## config.mk

```make
export PLATFORM = sky130hd
export DESIGN_NAME = rv_core_top
export DESIGN_NICKNAME = d
export VERILOG_FILES = /design/src/design/rv_core_pkg.sv /design/src/design/alu.sv /design/src/design/reg_file.sv /design/src/design/imm_gen.sv /design/src/design/control_decoder.sv /design/src/design/pc_unit.sv /design/src/design/rv_core_top.sv
export VERILOG_INCLUDE_DIRS = /design/src /design/src/design
export SDC_FILE = /design/constraint.sdc
export NUM_CORES = 2
export LEC_CHECK = 0
export ABC_AREA = 0
export BUFFER_PORTS_ARGS = -buffer_cell sky130_fd_sc_hd__buf_4
export CELL_PAD_IN_SITES_DETAIL_PLACEMENT = 2
export CELL_PAD_IN_SITES_GLOBAL_PLACEMENT = 2
export CORE_UTILIZATION = 32
export CTS_CLUSTER_DIAMETER = 200
export CTS_CLUSTER_SIZE = 10
export DETAILED_ROUTE_END_ITERATION = 16
export PLACE_DENSITY_LB_ADDON = 0.08
export SLEW_MARGIN = 30
export SYNTH_ARGS = -nofsm -noshare
export SYNTH_HDL_FRONTEND = slang
export SYNTH_SLANG_ARGS = --single-unit
```

## constraint.sdc

```tcl
create_clock -name i_clk -period 6.87 [get_ports i_clk]
set_input_delay 0.687 -clock i_clk [delete_from_list [all_inputs] [get_ports i_clk]]
set_output_delay 0.687 -clock i_clk [all_outputs]
set_load 0.01 [all_outputs]
```

## src/design/rv_core_cfg.svh

```systemverilog
`ifndef RV_CORE_CFG_SVH
`define RV_CORE_CFG_SVH

// ----------------------------------------
// Core sizing
// ----------------------------------------
`define RV_XLEN      32                 // Data and address width
`define RV_NREGS     32                 // Integer registers, x0 included

// ----------------------------------------
// Fetch start
// ----------------------------------------
`define RV_RESET_PC  32'h0000_0000      // First fetch address after reset

`endif

```

## src/design/rv_core_pkg.sv

```systemverilog
`include "rv_core_cfg.svh"

package rv_core_pkg;

    // ----------------------------------------
    // Opcodes and ALU operations
    // ----------------------------------------
    typedef enum logic [6:0] {
        OP_R      = 7'b0110011,                 // add sub and or slt
        OP_IMM    = 7'b0010011,                 // addi
        OP_LOAD   = 7'b0000011,                 // lw
        OP_STORE  = 7'b0100011,                 // sw
        OP_BRANCH = 7'b1100011                  // beq
    } opcode_e;

    typedef enum logic [2:0] {
        ALU_ADD = 3'b000,
        ALU_SUB = 3'b001,
        ALU_AND = 3'b010,
        ALU_OR  = 3'b011,
        ALU_SLT = 3'b101                        // Signed compare
    } alu_op_e;

    // ----------------------------------------
    // Instruction formats
    // ----------------------------------------
    typedef struct packed {
        logic [6:0] funct7;                     // Bit 5 picks sub
        logic [4:0] rs2;
        logic [4:0] rs1;
        logic [2:0] funct3;
        logic [4:0] rd;
        logic [6:0] opcode;
    } r_fmt_t;

    typedef struct packed {
        logic [11:0] imm;                       // imm[11:0]
        logic [4:0]  rs1;
        logic [2:0]  funct3;
        logic [4:0]  rd;
        logic [6:0]  opcode;
    } i_fmt_t;

    typedef struct packed {
        logic [6:0] imm_hi;                     // imm[11:5]
        logic [4:0] rs2;
        logic [4:0] rs1;
        logic [2:0] funct3;
        logic [4:0] imm_lo;                     // imm[4:0]
        logic [6:0] opcode;
    } s_fmt_t;

    typedef struct packed {
        logic       imm12;                      // Sign bit
        logic [5:0] imm10_5;
        logic [4:0] rs2;
        logic [4:0] rs1;
        logic [2:0] funct3;
        logic [3:0] imm4_1;
        logic       imm11;                      // Sits where rd[0] would be
        logic [6:0] opcode;
    } b_fmt_t;

    typedef union packed {
        r_fmt_t r;
        i_fmt_t i;
        s_fmt_t s;
        b_fmt_t b;
    } instr_u;

    // ----------------------------------------
    // Control and data request
    // ----------------------------------------
    typedef struct packed {
        logic    reg_write;                     // rd gets write-back data
        logic    alu_src_imm;                   // Operand B from imm_gen
        logic    mem_write;                     // Store this cycle
        logic    mem_to_reg;                    // Write-back from load data
        logic    branch;                        // beq, taken on zero flag
        alu_op_e alu_op;
    } ctrl_t;

    typedef struct packed {
        logic                we;                // Store strobe
        logic [`RV_XLEN-1:0] addr;              // Byte address
        logic [`RV_XLEN-1:0] wdata;             // Store data, rs2
    } dmem_req_t;

endpackage

```

## src/design/alu.sv

```systemverilog
`timescale 1ns/1ns
`include "rv_core_cfg.svh"

module alu
    import rv_core_pkg::*;
(
    input  logic [`RV_XLEN-1:0] i_a,            // Operand A, rs1
    input  logic [`RV_XLEN-1:0] i_b,            // Operand B, rs2 or imm
    input  alu_op_e             i_alu_op,       // From control_decoder
    output logic [`RV_XLEN-1:0] o_result,
    output logic                o_zero          // Result is zero, for beq
);

    // ----------------------------------------
    // Operation select
    // ----------------------------------------
    always_comb begin
        case (i_alu_op)
            ALU_ADD: o_result = i_a + i_b;
            ALU_SUB: o_result = i_a - i_b;      // Also beq compare
            ALU_AND: o_result = i_a & i_b;
            ALU_OR:  o_result = i_a | i_b;
            ALU_SLT: o_result = ($signed(i_a) < $signed(i_b)) ? `RV_XLEN'd1 : '0;
            default: o_result = '0;             // Not reachable from decoder
        endcase
    end

    assign o_zero = (o_result == '0);

    // The decoder must only ever hand over one of the five listed codes
    always_comb begin
        a_known_op: assert final (i_alu_op inside {ALU_ADD, ALU_SUB, ALU_AND,
                                                   ALU_OR, ALU_SLT})
            else $error("%0t alu: i_alu_op unlisted code %b", $time, i_alu_op);
    end

endmodule

```

## src/design/reg_file.sv

```systemverilog
`timescale 1ns/1ns
`include "rv_core_cfg.svh"

module reg_file (
    input  logic                i_clk,
    input  logic                i_rst_n,        // Sync, active low
    input  logic [4:0]          i_rs1,
    input  logic [4:0]          i_rs2,
    input  logic [4:0]          i_rd,
    input  logic                i_we,           // From ctrl.reg_write
    input  logic [`RV_XLEN-1:0] i_wdata,        // Write-back mux output
    output logic [`RV_XLEN-1:0] o_rdata1,
    output logic [`RV_XLEN-1:0] o_rdata2
);

    logic [`RV_XLEN-1:0] regs [0:`RV_NREGS-1];  // x0 kept at zero by the write guard

    // ----------------------------------------
    // Write port
    // ----------------------------------------
    always_ff @(posedge i_clk) begin
        if (!i_rst_n) begin
            regs <= '{default: '0};             // All registers start at zero
        end else if (i_we && (i_rd != '0)) begin
            regs[i_rd] <= i_wdata;              // x0 writes dropped here
        end
    end

    // Read ports, same-cycle
    assign o_rdata1 = regs[i_rs1];
    assign o_rdata2 = regs[i_rs2];

    // x0 must read zero whatever was aimed at it
    a_x0_zero: assert property (@(posedge i_clk) disable iff (!i_rst_n)
        ((i_rs1 != '0) || (o_rdata1 == '0)) && ((i_rs2 != '0) || (o_rdata2 == '0)))
        else $error("%0t reg_file: x0 read %h / %h, expected 0",
                    $time, o_rdata1, o_rdata2);

endmodule

```

## src/design/imm_gen.sv

```systemverilog
`timescale 1ns/1ns
`include "rv_core_cfg.svh"

module imm_gen
    import rv_core_pkg::*;
(
    input  instr_u              i_instr,        // Raw fetch word
    output logic [`RV_XLEN-1:0] o_imm           // Sign-extended immediate
);

    opcode_e opcode;                            // Format chosen by opcode

    assign opcode = opcode_e'(i_instr.r.opcode);

    // ----------------------------------------
    // Field layout by format
    // ----------------------------------------
    always_comb begin
        case (opcode)
            OP_IMM, OP_LOAD: begin              // I-type: addi, lw
                o_imm = {{(`RV_XLEN-12){i_instr.i.imm[11]}}, i_instr.i.imm};
            end
            OP_STORE: begin                     // S-type: split field
                o_imm = {{(`RV_XLEN-12){i_instr.s.imm_hi[6]}},
                         i_instr.s.imm_hi, i_instr.s.imm_lo};
            end
            OP_BRANCH: begin                    // B-type, implied bit 0
                o_imm = {{(`RV_XLEN-12){i_instr.b.imm12}},
                         i_instr.b.imm11,
                         i_instr.b.imm10_5,
                         i_instr.b.imm4_1,
                         1'b0};
            end
            default: begin
                o_imm = '0;                     // R-type and unsupported
            end
        endcase
    end

endmodule

```

## src/design/control_decoder.sv

```systemverilog
`timescale 1ns/1ns

module control_decoder
    import rv_core_pkg::*;
(
    input  logic   i_rst_n,                     // Blocks stores in reset
    input  instr_u i_instr,
    output ctrl_t  o_ctrl
);

    opcode_e opcode;
    logic    [2:0] funct3;
    logic    alt;                               // funct7 bit 5, sub select
    ctrl_t   ctrl;                              // Before reset gating

    assign opcode = opcode_e'(i_instr.r.opcode);
    assign funct3 = i_instr.r.funct3;
    assign alt    = i_instr.r.funct7[5];

    // ----------------------------------------
    // Main decode
    // ----------------------------------------
    always_comb begin
        ctrl = '0;                              // Inactive, acts as no-op
        case (opcode)
            OP_R: begin
                ctrl.reg_write = 1'b1;
                case (funct3)
                    3'b000:  ctrl.alu_op = alt ? ALU_SUB : ALU_ADD;
                    3'b111:  ctrl.alu_op = ALU_AND;
                    3'b110:  ctrl.alu_op = ALU_OR;
                    3'b010:  ctrl.alu_op = ALU_SLT;
                    default: ctrl.reg_write = 1'b0;     // Outside the subset
                endcase
            end
            OP_IMM: begin
                if (funct3 == 3'b000) begin     // addi only
                    ctrl.reg_write   = 1'b1;
                    ctrl.alu_src_imm = 1'b1;
                    ctrl.alu_op      = ALU_ADD;
                end
            end
            OP_LOAD: begin
                if (funct3 == 3'b010) begin     // lw only
                    ctrl.reg_write   = 1'b1;
                    ctrl.alu_src_imm = 1'b1;
                    ctrl.mem_to_reg  = 1'b1;
                    ctrl.alu_op      = ALU_ADD; // rs1 + offset
                end
            end
            OP_STORE: begin
                if (funct3 == 3'b010) begin     // sw only
                    ctrl.alu_src_imm = 1'b1;
                    ctrl.mem_write   = 1'b1;
                    ctrl.alu_op      = ALU_ADD;
                end
            end
            OP_BRANCH: begin
                if (funct3 == 3'b000) begin     // beq only
                    ctrl.branch = 1'b1;
                    ctrl.alu_op = ALU_SUB;      // Equal gives zero flag
                end
            end
            default: ;
        endcase
    end

    always_comb begin
        o_ctrl           = ctrl;
        o_ctrl.mem_write = ctrl.mem_write & i_rst_n;   // No store in reset
    end

    // Store and register write are exclusive across the whole subset
    always_comb begin
        a_wr_excl: assert final (!(o_ctrl.mem_write && o_ctrl.reg_write))
            else $error("%0t control_decoder: mem_write and reg_write both 1", $time);
    end

endmodule

```

## src/design/pc_unit.sv

```systemverilog
`timescale 1ns/1ns
`include "rv_core_cfg.svh"

module pc_unit (
    input  logic                i_clk,
    input  logic                i_rst_n,        // Sync, active low
    input  logic                i_take_branch,  // branch and zero flag
    input  logic [`RV_XLEN-1:0] i_imm,          // B-type offset
    output logic [`RV_XLEN-1:0] o_pc
);

    logic [`RV_XLEN-1:0] pc_next;

    // ----------------------------------------
    // Next PC
    // ----------------------------------------
    assign pc_next = i_take_branch ? (o_pc + i_imm)     // beq taken
                                   : (o_pc + `RV_XLEN'd4);

    always_ff @(posedge i_clk) begin
        if (!i_rst_n) begin
            o_pc <= `RV_RESET_PC;               // Held through first cycle out
        end else begin
            o_pc <= pc_next;
        end
    end

    // Branch offsets from the program must keep fetches on word boundaries
    a_pc_aligned: assert property (@(posedge i_clk) disable iff (!i_rst_n)
        o_pc[1:0] == 2'b00)
        else $error("%0t pc_unit: o_pc %h not word aligned", $time, o_pc);

endmodule

```

## src/design/rv_core_top.sv

```systemverilog
`timescale 1ns/1ns
`include "rv_core_cfg.svh"

module rv_core_top
    import rv_core_pkg::*;
(
    input  logic                i_clk,
    input  logic                i_rst_n,        // Sync, active low
    output logic [`RV_XLEN-1:0] o_pc,           // Fetch address
    input  logic [`RV_XLEN-1:0] i_instr,        // Fetch data, same cycle
    output dmem_req_t           o_dmem_req,     // Data access request
    input  logic [`RV_XLEN-1:0] i_dmem_rdata    // Load data, same cycle
);

    instr_u              instr;
    ctrl_t               ctrl;
    logic [`RV_XLEN-1:0] rdata1;                // rs1
    logic [`RV_XLEN-1:0] rdata2;                // rs2, also store data
    logic [`RV_XLEN-1:0] imm;
    logic [`RV_XLEN-1:0] alu_b;
    logic [`RV_XLEN-1:0] alu_result;            // Also data address
    logic [`RV_XLEN-1:0] wb_data;
    logic                zero;
    logic                take_branch;

    assign instr = i_instr;

    // ----------------------------------------
    // Decode
    // ----------------------------------------
    control_decoder dec_i (
        .i_rst_n (i_rst_n),
        .i_instr (instr),
        .o_ctrl  (ctrl)
    );

    imm_gen imm_i (
        .i_instr (instr),
        .o_imm   (imm)
    );

    // ----------------------------------------
    // Datapath
    // ----------------------------------------
    reg_file rf_i (
        .i_clk    (i_clk),
        .i_rst_n  (i_rst_n),
        .i_rs1    (instr.r.rs1),
        .i_rs2    (instr.r.rs2),
        .i_rd     (instr.r.rd),
        .i_we     (ctrl.reg_write),
        .i_wdata  (wb_data),
        .o_rdata1 (rdata1),
        .o_rdata2 (rdata2)
    );

    assign alu_b = ctrl.alu_src_imm ? imm : rdata2;         // Operand mux

    alu alu_i (
        .i_a      (rdata1),
        .i_b      (alu_b),
        .i_alu_op (ctrl.alu_op),
        .o_result (alu_result),
        .o_zero   (zero)
    );

    assign wb_data     = ctrl.mem_to_reg ? i_dmem_rdata : alu_result;
    assign take_branch = ctrl.branch & zero;                // beq equal

    pc_unit pc_i (
        .i_clk         (i_clk),
        .i_rst_n       (i_rst_n),
        .i_take_branch (take_branch),
        .i_imm         (imm),
        .o_pc          (o_pc)
    );

    // Store request, valid within the instruction's own cycle
    assign o_dmem_req = '{we: ctrl.mem_write, addr: alu_result, wdata: rdata2};

endmodule

```

==> results.cfg <==
[hold_path]
hp-class = primary input to flip-flop

[detailed_routing]
drc = 0
wl_um = 317000
vias_per_cell = 6.08
drt_pass1_iterations = 8
vias = 57501
wire_per_inst_um = 33.5
drt_iter0_markers = 4587
final_antenna_net_count = 0

[status]
status = finished, final reports clean

[timing]
min_period_ps = 6720
hold_viol = 0
fmax_ghz = 0.149
worst_slew_pin_slew_ps = 1120
slew_viol_final = 0
setup_viol = 0
skew_ps = 51.2
max_slew_margin_pct = 25.3
rsz0062_at_grt = no
period_share_pct = 97.8

[clocking]
root_buffer = clkbuf_16
clk_latency_ps = 780
cts_tree = built
postCtsSetupBuffers = 0
cts_made_buffers = 115
clk_pin_slew_ps = 70
cts_sinks = 1056
cts_hold_buf = 0
clock_path_buffers = 3
htree_levels = 3

[placement]
gp_congestion = 0.894
portBuffers = 162
hpwl_um = 209000
place_area_um2 = 68000

[setup_path]
crit_path_max_incr_delay_ps = 620
cp_slowest_cell = nor3b_1
end_kind = output port
cp_cell_sequence = buf_12, buf_4, mux4_2, mux4_2, mux2_2, o21ai_0, buf_4, ha_1, and3b_1, buf_4, o21ai_0, nor3b_1, buf_4, o21ai_0, a22oi_1, buf_4, buf_4
cp.arrival_ps = 6030
crit_path_frequent_cell = buf_4
critical_path_class = primary input to output port
cp-start-kind = primary input
path_delay_family = multiplexers
worst-path-buf-inv = 7
required_ps = 6180
worst-path-max-fanout = 19

[pwr]
power.leakage_uw = 0.0245
vdd_ir_drop_max_uv = 207
power_density_nw_per_um2 = 177

[logic_synthesis]
synth_seq_cells = 1056
synth_cell_types = 109
post_synth.cell_area_avg_um2 = 8.90
seq_area_frac_synth_pct = 34.7
ys_warn_count = 0
postSynth.asyncResetShare_pct = 0
synthTopCellsByArea = dfxtp_1, mux4_2, nand2_1
synth_edf_count = 0
synth_area_leader_cell = dfxtp_1
ys.flop_type = dfxtp_1
synth_top_area_share_pct = 34.7
synth_nets = 7022
syn_area_um2 = 60900
synthCells = 6844

[cells_and_area]
nets = 7137
drive_above_1_share_pct = 23.5
finish.utilization_pct = 37.7
fill_cells = 20460
stdcell_area_um2 = 71000
area_delta_synth_final_pct = 16.6

[die]
num_rows = 159
die_w_um = 438
fp.dieArea_um2 = 192000
start_util_pct = 32.3
die-height_um = 438
core_area_um2 = 188000
ios = 163

[job]
maxCapViolCount = 0

[global_route]
grt_pass1_wl_um = 450000
grt_use_total_pct = 32.4
grt_max_degree = 171
grt_pass1_vias = 60220
gr-total-overflow = 0
antenna_found_initial = 16
[layer usage]
layer | vias up | GRT usage (%) | routed length, um
met2 | 1923 | 54.2 | 151000
met4 | 6 | 13.5 | 14100
li1 | 24399 | - | -
met5 | - | 0 | 42
met3 | 541 | 4.50 | 19200
met1 | 30632 | 42.0 | 133000
[flip-flops by register name, summed over array words and instances (netlist names)]
signal	flops
pc_i.o_pc	32
rf_i.regs	1024
[final cells by class]
| type | instances | area [um^2] | area share, % |
|---|---|---|---|
| clock inverters | 4 | 75.1 | 0.106 |
| repair buffers | 658 | 6180 | 8.71 |
| clock buffers | 117 | 2910 | 4.09 |
| multi-input cells | 4998 | 37100 | 52.2 |
| well taps | 2495 | 3120 | 4.40 |
| diodes | 6 | 15.0 | 0.0211 |
| flip-flops and latches | 1056 | 21100 | 29.8 |
| inverters | 130 | 495 | 0.698 |
[Yosys cell counts (19+ instances only)]
cell,instances
nand2_1,1921
a21oi_1,1066
dfxtp_1,1056
mux4_2,640
clkbuf_1,503
nor2_1,304
inv_1,127
buf_1,117
ha_1,109
nand3_1,75
mux2_2,69
nor3_1,62
o21ai_0,61
or3_1,57
a211oi_1,50
and2_1,49
and3_1,38
a21o_1,34
mux2i_1,27
o22ai_1,26
nor4_1,24
buf_2,23
nand2b_1,20
nor2b_1,20
o211ai_1,19
[what timing repair did]
item / in CTS / in global routing
gates cloned: 0 / 1
resized for setup: 1 / 7
endpoints found under the setup margin: 1 / 5
[through the flow]
stage	setup WS, ps	total power [uW]	TNS, ps	cells	hold slack, ps
2_1_floorplan	207	6710	0	6844	443
3_3_place_gp	-309	7050	-6410	9316	448
3_5_place_dp	-444	7050	-11530	9336	463
4_1_cts	130	12700	0	9457	381
5_1_grt	5.60	12900	0	9460	443
6_report	152	12600	0	9464	438
[path summary, 6_finish.rpt]
check | from | end | slack, ps | cells after the start
worst max-delay path | i_instr[20] | o_dmem_req[60] | 150 | 17
worst min-delay path | i_rst_n | pc_i.o_pc[5] | 440 | 2
worst max register to register | rf_i.regs[0] | pc_i.o_pc[23] | 670 | 21
worst min register to register | rf_i.regs[699] | rf_i.regs[699] | 470 | 2
[cells in the final DEF, fill, tap and decap left out, types with 50 or more instances in the layout]
master	n
nand2_1	1890
or3_1	57
nor2_1	273
mux4_2	640
buf_12	71
a211oi_1	50
inv_1	126
mux2_2	69
nand3_1	75
buf_4	565
clkbuf_16	117
o21ai_0	59
a21oi_1	1054
dfxtp_1	1056
ha_1	108
nor3_1	62
[kinds of logic (layout without fill, tap and decap cells)]
kind of cell	after synthesis	count (layout)	synth area share [%]
buffers and inverters	790	909	5.07
other	0	6	0
XOR/XNOR	35	35	0.504
adder cells (fa/ha/maj)	112	112	2.34
AND/OR/NAND/NOR	2660	2660	18.2
multiplexers	737	737	25.4
flip-flops	1056	1056	34.7
AO/OA/AOI/OAI	1454	1454	13.7
[where the power goes]
part	switching [uW]	total, uW	internal, uW	leakage, uW
sequential	3.37	6130	6120	0.00850
clock	2720	5680	2960	0.00147
combinational	504	792	288	0.0145
total	3230	12600	9370	0.0245
(Power assumes the default switching activity.)
